--- src/rtl/cpuDefs.svh ---
`ifndef CPU_DEFS_SVH
`define CPU_DEFS_SVH

// Data path and instruction word width
`define DATA_W 16

// Unified memory depth in 16-bit words
`define MEM_WORDS 512

// Byte address of the first fetch
`define RESET_PC 16'h0000

`endif

--- src/rtl/cpuPkg.sv ---
package cpuPkg;

	typedef enum logic [3:0] {
		ADD    = 4'h0,
		SUB    = 4'h1,
		RED    = 4'h2,
		XOR    = 4'h3,
		SLL    = 4'h4,
		SRA    = 4'h5,
		ROR    = 4'h6,
		PADDSB = 4'h7,
		LW     = 4'h8,
		SW     = 4'h9,
		LHB    = 4'hA,
		LLB    = 4'hB,
		B      = 4'hC,
		BR     = 4'hD,
		PCS    = 4'hE,
		HLT    = 4'hF
	} opcodeT;

	typedef enum logic [2:0] {
		NE = 3'd0,
		EQ = 3'd1,
		GT = 3'd2,
		LT = 3'd3,
		GE = 3'd4,
		LE = 3'd5,
		OV = 3'd6,
		UN = 3'd7
	} condT;

	// Same word seen as register, immediate and branch formats
	typedef union packed {
		struct packed {
			opcodeT     opcode;
			logic [3:0] rd;
			logic [3:0] rs;
			logic [3:0] rt;
		} rType;
		struct packed {
			opcodeT     opcode;
			logic [3:0] rd;
			logic [7:0] imm;
		} iType;
		struct packed {
			opcodeT     opcode;
			condT       cond;
			logic [8:0] offset;
		} bType;
	} instrT;

	typedef enum logic [2:0] {
		FETCH,
		DECODE,
		EXEC,
		MEM,
		WB,
		HALTED
	} stateT;

endpackage

--- src/rtl/pcCounter.sv ---
`include "cpuDefs.svh"

module pcCounter (
	input  logic               clk,
	input  logic               rstN,
	input  cpuPkg::instrT      instr,
	input  logic               pcStep,
	input  logic               pcBranch,
	input  logic               branchReg,
	input  logic               flagZ,
	input  logic               flagV,
	input  logic               flagN,
	input  logic [`DATA_W-1:0] regA,
	output logic [`DATA_W-1:0] pc
);

	logic               taken;
	logic               gt;
	logic [`DATA_W-1:0] target;

	assign gt = !flagZ && !flagN;

	always_comb begin
		case (instr.bType.cond)
			cpuPkg::NE: taken = !flagZ;
			cpuPkg::EQ: taken = flagZ;
			cpuPkg::GT: taken = gt;
			cpuPkg::LT: taken = flagN;
			cpuPkg::GE: taken = gt || flagZ;
			cpuPkg::LE: taken = flagN || flagZ;
			cpuPkg::OV: taken = flagV;
			default:    taken = 1'b1;
		endcase
	end

	// Offset counts words relative to the stepped PC
	assign target = branchReg ? {regA[`DATA_W-1:1], 1'b0} :
		pc + {{(`DATA_W-10){instr.bType.offset[8]}}, instr.bType.offset, 1'b0};

	always_ff @(posedge clk or negedge rstN) begin
		if (!rstN) begin
			pc <= `RESET_PC;
		end else if (pcStep) begin
			pc <= pc + `DATA_W'd2;
		end else if (pcBranch && taken) begin
			pc <= target;
		end
	end

	pcAligned: assert property (@(posedge clk) disable iff (!rstN) pc[0] == 1'b0);

endmodule

--- config.mk ---
export PLATFORM = sky130hd
export DESIGN_NAME = pcCounter
export DESIGN_NICKNAME = d
export VERILOG_FILES = /design/src/rtl/cpuPkg.sv /design/src/rtl/pcCounter.sv
export VERILOG_INCLUDE_DIRS = /design/src /design/src/rtl
export SDC_FILE = /design/constraint.sdc
export NUM_CORES = 1
export LEC_CHECK = 0
export CAP_MARGIN = 20
export CORE_ASPECT_RATIO = 0.9
export CORE_MARGIN = 8
export CORE_UTILIZATION = 63
export CTS_CLUSTER_DIAMETER = 120
export CTS_CLUSTER_SIZE = 16
export DETAILED_ROUTE_END_ITERATION = 12
export DONT_BUFFER_PORTS = 1
export GPL_ROUTABILITY_DRIVEN = 0
export PLACE_DENSITY = 0.78
export SYNTH_ARGS = -nofsm -noshare
export SYNTH_HDL_FRONTEND = slang
export SYNTH_SLANG_ARGS = --single-unit
--- constraint.sdc ---
create_clock -name clk -period 4.1 [get_ports clk]
set_input_delay 0.205 -clock clk [delete_from_list [all_inputs] [get_ports clk]]
set_output_delay 0.205 -clock clk [all_outputs]
set_load 0.005 [all_outputs]
== Yosys cells after proc, flatten, opt, wreduce, memory -nomap -nowiden ==
Index checks and enable logic that the tools add are counted.
W data, S select, Z words.

* Flip-flop bits (word level): 16
* Logic and storage cells: 21

* Add/subtract/negate cells: 2
* Equality and inequality tests: 6
* Multiplexer cells: 4
* Reductions and logical operators: 8

{| class="wikitable"
|+ Operators by type and width
! cell !! count
|-
| $mux W16 || 3
|-
| $add A16 B16 Y16 || 1
|-
| $add A16 B2 Y16 const B || 1
|-
| $eq A3 B3 Y1 const B || 3
|-
| $pmux W1 S7 || 1
|-
| $eq A3 B2 Y1 const B || 2
|-
| $eq A3 B1 Y1 const B || 1
|-
| $logic_not A3 Y1 || 1
|-
| $logic_and A1 B1 Y1 || 2
|-
| $logic_not A1 Y1 || 2
|-
| $logic_or A1 B1 Y1 || 2
|-
| $reduce_bool A2 Y1 || 1
|}

== Longest topological paths before layout ==
Gate-level depths: netlist of run 1.

* Word-level depth: 7
* Mapped depth: 9
* Mapped depth without buffers: 9

== Worst setup path before layout of run 1 ==
Ideal clock, no wire load.

* Path kind: flip-flop to flip-flop
* Start point: register pc[3]
* End point: register pc[14]
* Library setup time: 82 ps
* Arrival: 2176 ps
* Required time: 4018 ps
* Setup slack: 1842 ps
* Cell stages (with the launch flop): 7
* Path buffers: 0
* Cells stage by stage: dfrtp_1 -> ha_1 -> and3_1 -> a211oi_2 -> o2bb2ai_1 -> or4b_2 -> a31oi_1

* Cells in the longest elaborated chain, start to end: 4
* Elaborated cells on any way between the ends: 5

{| class="wikitable"
|+ RTL lines
! element !! line !! text
|-
| start: declaration || pcCounter.sv:14 || <nowiki>output logic [`DATA_W-1:0] pc</nowiki>
|-
| start signal: assignment || pcCounter.sv:42 || <nowiki>pc <= `RESET_PC;</nowiki>
|-
| start signal: assignment || pcCounter.sv:44 || <nowiki>pc <= pc + `DATA_W'd2;</nowiki>
|-
| start signal: assignment || pcCounter.sv:46 || <nowiki>pc <= target;</nowiki>
|-
| $add A16 B16 Y16 || pcCounter.sv:38 || <nowiki>pc + {{(`DATA_W-10){instr.bType.offset[8]}}, instr.bType.offset, 1'b0};</nowiki>
|-
| $mux W16 || pcCounter.sv:37 || <nowiki>assign target = branchReg ? {regA[`DATA_W-1:1], 1'b0} :</nowiki>
|-
| $mux W16 || pcCounter.sv:45 || <nowiki>end else if (pcBranch && taken) begin</nowiki>
|-
| $mux W16 (*) || pcCounter.sv:43 || <nowiki>end else if (pcStep) begin</nowiki>
|}

Mark *: on every way between the ends. The rest lies on a longest branch, timed or not. The select of a mux whose other input is x is not followed.
A chain may end at the register's enable or synchronous reset.

== Worst setup path after layout of run 1 ==
* Start point: register pc[4]
* End point: register pc[14]

Same word-level chain as after synthesis.

==> run summary, run 1 <==
• CTS Buffer Depth: 2
• number of unique standard cell types used by synthesis: 60
• clock root cell: sky130_fd_sc_hd__clkbuf_4
• remaining antenna violation count: 0
• count of vias placed by the detailed router: 1,962
• setup repair after global routing missed its margin: no
• starting density of the core: 0.637
• number of iterations in the first detailed-routing pass: 5
• number of setup violations in the final report: 0
• dominant combinational cell family by area after synthesis: compound AO/OA/AOI/OAI gates
• share of synthesized area occupied by flip-flops and latches: 0.198
• clock period minus worst slack: 2.60 ns
• compound-gate portion of the synthesized area: 0.304
• run status: completed
• Flop pwr share: 0.307
• total power per unit cell area: 530 nW/um2
• worst-case vdd ir drop: 0.249 mV
• count of yosys warnings during synthesis: 0
• start-to-end type of the worst setup path: reg2reg
• Reg clk slew, reported paths: 0.12 ns
• highest clock rate: 385 MHz
• most frequently used flop master after synthesis: sky130_fd_sc_hd__dfrtp_1
• Largest Register: pc
• number of sinks handled by clock tree synthesis: 15
• post-synthesis share of cell area spent on xor and xnor gates: 0.0416
• placeable core region: 2970 um2
• registers with the most flip-flops: pc: 15 flops
• total die area: 5020 um2
• total DRC errors in the routed layout: 0
• netlist area before placement: 1890 um2
• hold violation total from the final report: 0
• Max-Cap Viols: 0
• Int Pwr: 517 uW
• clock buffer count from CTS: 3
• post-detail-place hpwl: 3910 um
• data arrival time of the critical path: 2.82 ns
• syn avg cell area: 7.45 um2
• antenna violations before repair: 0
• share of cell area taken by muxes after synthesis: 0.0324
• share of the synthesized area in the top cell type: 0.198
• count of cells resized by post-cts repair: 0
• Post-Route Skew: 0.0177 ns
• worst slack after detailed placement: 1.57 ns
• Max Transition Viols Final: 0
• number of standard-cell rows in the floorplan: 19
• endpoint type of the worst setup path: register
• adder and majority cell fraction of the synthesized area: 0.110
• Critical Path Start Type: register
• Synth area leader: sky130_fd_sc_hd__dfrtp_1
• Antenna Diode Count: 0
• post-route setup TNS: 0 ns
• layout overhead on the synthesized area: 2.05%
• maximum net fanout on the critical path: 7
• count of flip-flops with a built-in enable after synthesis: 0
• maximum number of pins on one net before global-route repair: 32
• H-tree depth: 1
• min setup slack post-route: 1.50 ns
• post-synthesis sequential element count: 15
• ranking of synthesized cells by area: sky130_fd_sc_hd__dfrtp_1 (20%), sky130_fd_sc_hd__ha_1 (9.9%), sky130_fd_sc_hd__a21oi_1 (7.1%)
• Final Routed Wirelength: 5220 um
• vias in the first global route: 1,832
• height of the die: 68.0 um
• period utilization: 0.633
• num ports: 56
• count of buffers from port buffering: 0
• Die Width: 73.8 um
• Leak: 0.000783 uW
• P_sw: 507 uW
• DRT iter0 DRCs: 184
• wire length of the first global-routing pass: 8710 um
• worst path required time: 4.33 ns
• number of vias per cell: 6.79
• basic-gate share of the synthesized area counting and, or, nand and nor cells: 0.262
• combinational fraction of design power: 0.598
• Max-slew headroom: 0.497
• switch share: 0.495
• flip-flop count of the largest register after layout: 15
• average wire per standard cell: 18.1 um
• overall global routing resource usage: 0.216
• number of setup buffers added after CTS: 0
• share of final-layout standard cells stronger than drive strength 1: 0.0486
• Synth Net Count: 310
• # hold bufs at CTS: 1
• Final Net Count: 304
• clock latency on the worst-skew pair: 0.31 ns
• Cells after Synth: 254
• number of fill cells in the layout: 274
• part of the total power dissipated in the clock network: 0.095
• grt total ovfl: 0
• CTS tree: done
• Worst Max-Slew Pin Slew: 0.751 ns
• share of flip-flops with an asynchronous set or reset: 1.00
• classification of the worst-slack hold path: in2reg
[worst max-delay path: stages (launching register included)]
cell	delay, ns
sky130_fd_sc_hd__dfrtp_1	0.50
sky130_fd_sc_hd__ha_1	0.39
sky130_fd_sc_hd__and3_1	0.20
sky130_fd_sc_hd__a211oi_2	0.40
sky130_fd_sc_hd__o2bb2ai_1	0.19
sky130_fd_sc_hd__or4b_2	0.65
sky130_fd_sc_hd__a31oi_1	0.17
[logic make-up (layout without fill, tap and decap cells)]
logic type                 after synthesis  in the layout
and+or+nand+nor                         96             96
DFF                                     15             15
other                                    1              1
muxes                                    6              6
xor gates and xnor gates                 9              9
AOI/OAI and AO/OA                       89             89
adders and majority gates               16             16
buffers and inverters                   22             15
[synthesized netlist by cell type, types with 7 or more instances]
| cell | number |
|---|---|
| sky130_fd_sc_hd__a31oi_1 | 8 |
| sky130_fd_sc_hd__nand2_1 | 25 |
| sky130_fd_sc_hd__nor2_1 | 15 |
| sky130_fd_sc_hd__o21ai_0 | 19 |
| sky130_fd_sc_hd__nand3_1 | 14 |
| sky130_fd_sc_hd__clkbuf_1 | 10 |
| sky130_fd_sc_hd__a21oi_1 | 27 |
| sky130_fd_sc_hd__inv_1 | 8 |
| sky130_fd_sc_hd__ha_1 | 15 |
| sky130_fd_sc_hd__xnor2_1 | 7 |
| sky130_fd_sc_hd__dfrtp_1 | 15 |
| sky130_fd_sc_hd__nor3_1 | 10 |
[final timing paths]
path / start / cells past startpoint / end / slack, ns
max: pc[4] / 6 / pc[14] / 1.50
min: pcStep / 2 / pc[2] / 0.03
max reg2reg: pc[4] / 6 / pc[14] / 1.50
min reg2reg: pc[1] / 1 / pc[1] / 0.63
max in group asynchronous: rstN / 1 / pc[13] / 3.22
min in group asynchronous: rstN / 1 / pc[6] / 0.38
[power by group through the flow]
stage          registers, uW  clock network (uW)  logic (uW)
2_1_floorplan            280                   0         511
3_3_place_gp             315                   0         583
3_5_place_dp             319                   0         597
4_1_cts                  315                95.5         606
5_1_grt                  325                 102         693
6_report                 314                97.5         612
[per-stage QoR]
step | power, uW | hold WS [ns] | std cells | area (um2) | utilization
global route | 1120 | 0.0175 | 289 | 1930 | 0.650
global placement | 897 | -0.0900 | 283 | 1880 | 0.634
detailed placement | 916 | -0.0899 | 283 | 1880 | 0.634
CTS | 1020 | 0.00925 | 288 | 1920 | 0.647
floorplan | 791 | -0.0906 | 254 | 1890 | -
finish | 1020 | 0.0271 | 289 | 1930 | 0.650
[layout by cell type (no fill, tap or decap), types with 2 or more instances in the layout]
| master | instances |
|---|---|
| sky130_fd_sc_hd__o31a_1 | 2 |
| sky130_fd_sc_hd__and3_1 | 4 |
| sky130_fd_sc_hd__xor2_1 | 2 |
| sky130_fd_sc_hd__nand2_1 | 25 |
| sky130_fd_sc_hd__a211oi_1 | 2 |
| sky130_fd_sc_hd__dfrtp_1 | 15 |
| sky130_fd_sc_hd__o21a_1 | 6 |
| sky130_fd_sc_hd__nor2_1 | 15 |
| sky130_fd_sc_hd__inv_1 | 8 |
| sky130_fd_sc_hd__nor3_1 | 10 |
| sky130_fd_sc_hd__o21ai_0 | 19 |
| sky130_fd_sc_hd__a21o_1 | 3 |
| sky130_fd_sc_hd__nor2b_1 | 3 |
| sky130_fd_sc_hd__a31oi_1 | 8 |
| sky130_fd_sc_hd__xnor2_1 | 7 |
| sky130_fd_sc_hd__and4_1 | 3 |
| sky130_fd_sc_hd__or2_2 | 3 |
| sky130_fd_sc_hd__mux2i_1 | 5 |
| sky130_fd_sc_hd__nor3b_1 | 3 |
| sky130_fd_sc_hd__o22ai_1 | 3 |
| sky130_fd_sc_hd__dlygate4sd3_1 | 2 |
| sky130_fd_sc_hd__nand3_1 | 14 |
| sky130_fd_sc_hd__nand4_1 | 6 |
| sky130_fd_sc_hd__a21oi_1 | 27 |
| sky130_fd_sc_hd__ha_1 | 15 |
| sky130_fd_sc_hd__nand2b_1 | 2 |
| sky130_fd_sc_hd__clkbuf_4 | 3 |
[metal layers]
layer  vias up  part of all wire  GRT usage  wire, um
li1        945                 -          -         -
met1       907              0.41      0.266      2130
met3         7              0.12     0.0761       640
met5         -                 0          0         0
met2       103              0.46      0.361      2410
met4         0            0.0084     0.0348        44
[layout make-up]
type                            instances  area [um2]  area share
Multi-Input combinational cell        217        1420       0.736
Sequential cell                        15         375       0.194
Tap cell                               42        52.6      0.0272
Inverter                                9        33.8      0.0175
Clock buffer                            3        22.5      0.0117
Timing Repair Buffer                    2        20.0      0.0104
Clock inverter                          1        5.00     0.00259
No activity file was read; power rests on OpenSTA's default activity.
==> run 2, diff against run 1 <==
==> constraint.sdc (replaced) <==
create_clock -name clk -period 2.6 [get_ports clk]
set_input_delay 0.13 -clock clk [delete_from_list [all_inputs] [get_ports clk]]
set_output_delay 0.13 -clock clk [all_outputs]
set_load 0.005 [all_outputs]
==> run 2 against run 1 <==
  * Utilization increased by 2.3 points
  * Register-to-register slack worse by 1.3 ns
  * Clock power is 57% higher
  * Routed wire length shrank 0.75%
  * Design area grew 3.5%
  * Power grew 65%
  * Sequential power up 36%
  * Maximum frequency increased by 9.7%
  * Final cell count is 3.1% higher
  * Critical path depth is 3 higher
  * Combinational power rose by 81%
  * Critical endpoint is now pc[13]
  * Largest power group unchanged
==> run summary, run 2 (synthesis gave the netlist of run 1 again) <==
• Post-DP Area: 1950 um2, +3.6%
• registers with the most flip-flops: pc: 15 flops
• most frequent standard cell in the layout excluding fill and tap cells: sky130_fd_sc_hd__a21oi_1
• top library cells by usage in the layout, fill and taps aside: sky130_fd_sc_hd__a21oi_1 (27), sky130_fd_sc_hd__nand2_1 (25), sky130_fd_sc_hd__o21ai_0 (19)
• average wire per standard cell: 17.4 um, -3.7%
• layout overhead on the synthesized area: 5.62%
• remaining antenna violation count: 0, unchanged
• run status: completed
• hold violation total from the final report: 0, unchanged
• Hold Path Depth: 3, +1
• total DRC errors in the routed layout: 0, unchanged
• # hold bufs at CTS: 2, +1
• Final Routed Wirelength: 5180 um, -0.75%
• Int Pwr: 880 uW, +70%
• starting density of the core: 0.637, unchanged
• antenna violations before repair: 0, unchanged
• count of buffers from port buffering: 0, unchanged
• flip-flop count of the largest register after layout: 15, unchanged
• count of vias placed by the detailed router: 1,951, -0.56%
• Post-Route Skew: 0.00885 ns, -0.00881 ns
• total power per unit cell area: 843 nW/um2, +59%
• Leak: 0.000825 uW, +5.4%
• total non-filler cell area in the finished layout: 2000 um2, +3.5%
• CTS tree: done
• overall global routing resource usage: 0.209, -0.00691
• post-detail-place hpwl: 3960 um, +1.2%
• setup repair after global routing missed its margin: no
• highest clock rate: 423 MHz, +9.7%
• r2r worst-path depth: 9, +3
• vias in the first global route: 1,741, -5.0%
• worst path required time: 2.83 ns, -1.50 ns
• count of cells resized by post-cts repair: 0, unchanged
• data arrival time of the critical path: 2.60 ns, -0.22 ns
• maximum net fanout on the critical path: 5, -2
• number of standard-cell rows in the floorplan: 19, unchanged
• Max Transition Viols Final: 0, unchanged
• Max-slew headroom: 0.488, -0.00932
• part of the total power dissipated in the clock network: 0.091, -0.004
• start-to-end type of the worst setup path: reg2reg
• number of setup violations in the final report: 0, unchanged
• number of sinks handled by clock tree synthesis: 15, unchanged
• Critical Path Start Type: register
• clock period minus worst slack: 2.37 ns, -0.230 ns
• maximum number of pins on one net before global-route repair: 32, unchanged
• clock latency on the worst-skew pair: 0.31 ns, about the same
• DRT iter0 DRCs: 186, +1.1%
• wire length of the first global-routing pass: 8360 um, -4.1%
• grt total ovfl: 0, unchanged
• number of iterations in the first detailed-routing pass: 5, unchanged
• post-route setup TNS: 0 ns, unchanged
• worst-case vdd ir drop: 0.373 mV, +50%
• CTS Buffer Depth: 2, unchanged
• num ports: 56, unchanged
• Reg clk slew, reported paths: 0.11 ns, about the same
• H-tree depth: 1, unchanged
• Largest Register: pc
• classification of the worst-slack hold path: in2reg
• switch share: 0.478, -0.0175
• total die area: 5020 um2, unchanged
• Max-Cap Viols: 0, unchanged
• combinational fraction of design power: 0.656, +0.058
• period utilization: 0.910, +0.277
• Die Width: 73.8 um, unchanged
• placeable core region: 2970 um2, unchanged
• Flop pwr share: 0.253, -0.054
• P_sw: 805 uW, +59%
• clock buffer count from CTS: 3, unchanged
• height of the die: 68.0 um, unchanged
• Final Net Count: 313, +3.0%
• clock root cell: sky130_fd_sc_hd__clkbuf_4
• number of vias per cell: 6.55, -3.6%
• endpoint type of the worst setup path: register
• Worst Max-Slew Pin Slew: 0.765 ns, +0.0139 ns
• Antenna Diode Count: 0, unchanged
• share of final-layout standard cells stronger than drive strength 1: 0.0820, +0.0334
• number of setup buffers added after CTS: 0, unchanged
run 2: stage by stage:
| step | setup slack, ns | power [uW] | hold WS, ns | cells | utilization |
|---|---|---|---|---|---|
| CTS | 0.251 | 1680 | 0.0133 | 298 | 0.673 |
| global placement | 0.283 | 1500 | -0.165 | 292 | 0.657 |
| finish | 0.233 | 1680 | 0.0185 | 298 | 0.673 |
| global route | 0.0997 | 1840 | 0.0377 | 298 | 0.673 |
| floorplan | 0.342 | 1250 | -0.166 | 254 | - |
| detailed placement | 0.271 | 1520 | -0.165 | 292 | 0.657 |
run 2: cell type report:
cell class / instances / area [um2]
multi-input cells: 217 / 1420
flip-flops and latches: 15 / 375
well taps: 42 / 52.6
repair buffers: 11 / 87.6
fillers: 287 / 972
clock inverters: 1 / 5.00
inverters: 9 / 33.8
clock buffers: 3 / 22.5
run 2: worst max-delay path, cell delays in order, from the launching register on:
cell and delay (ns):
sky130_fd_sc_hd__dfrtp_1 0.39, sky130_fd_sc_hd__ha_1 0.19, sky130_fd_sc_hd__inv_1 0.07, sky130_fd_sc_hd__fa_1 0.21
sky130_fd_sc_hd__nor2b_1 0.07, sky130_fd_sc_hd__o211a_1 0.23, sky130_fd_sc_hd__o31a_1 0.32, sky130_fd_sc_hd__or4_1 0.41
sky130_fd_sc_hd__a32o_1 0.26, sky130_fd_sc_hd__a31oi_1 0.14
run 2: worst paths after layout:
path | from | end | slack [ns]
setup / recovery | pc[1] | pc[13] | 0.23
hold / removal | pcStep | pc[4] | 0.02
setup reg to reg | pc[1] | pc[13] | 0.23
hold reg to reg | pc[1] | pc[1] | 0.62
max in group asynchronous | rstN | pc[12] | 1.79
min in group asynchronous | rstN | pc[8] | 0.32
run 2: power groups by stage:
stage | clock network (uW) | logic, uW | registers [uW]
2_1_floorplan | 0 | 805 | 442
3_3_place_gp | 0 | 1070 | 431
3_5_place_dp | 0 | 1090 | 431
4_1_cts | 154 | 1100 | 427
5_1_grt | 162 | 1230 | 444
6_report | 153 | 1110 | 426
run 2: metal layers:
layer  share of wire  GRT usage  routed length (um)  up-vias
met1            0.45      0.275                2350      905
met2            0.45      0.328                2310       76
met3           0.096     0.0673                 498        4
li1                -          -                   -      966
met5               0          0                   0        -
met4          0.0046     0.0448                  24        0
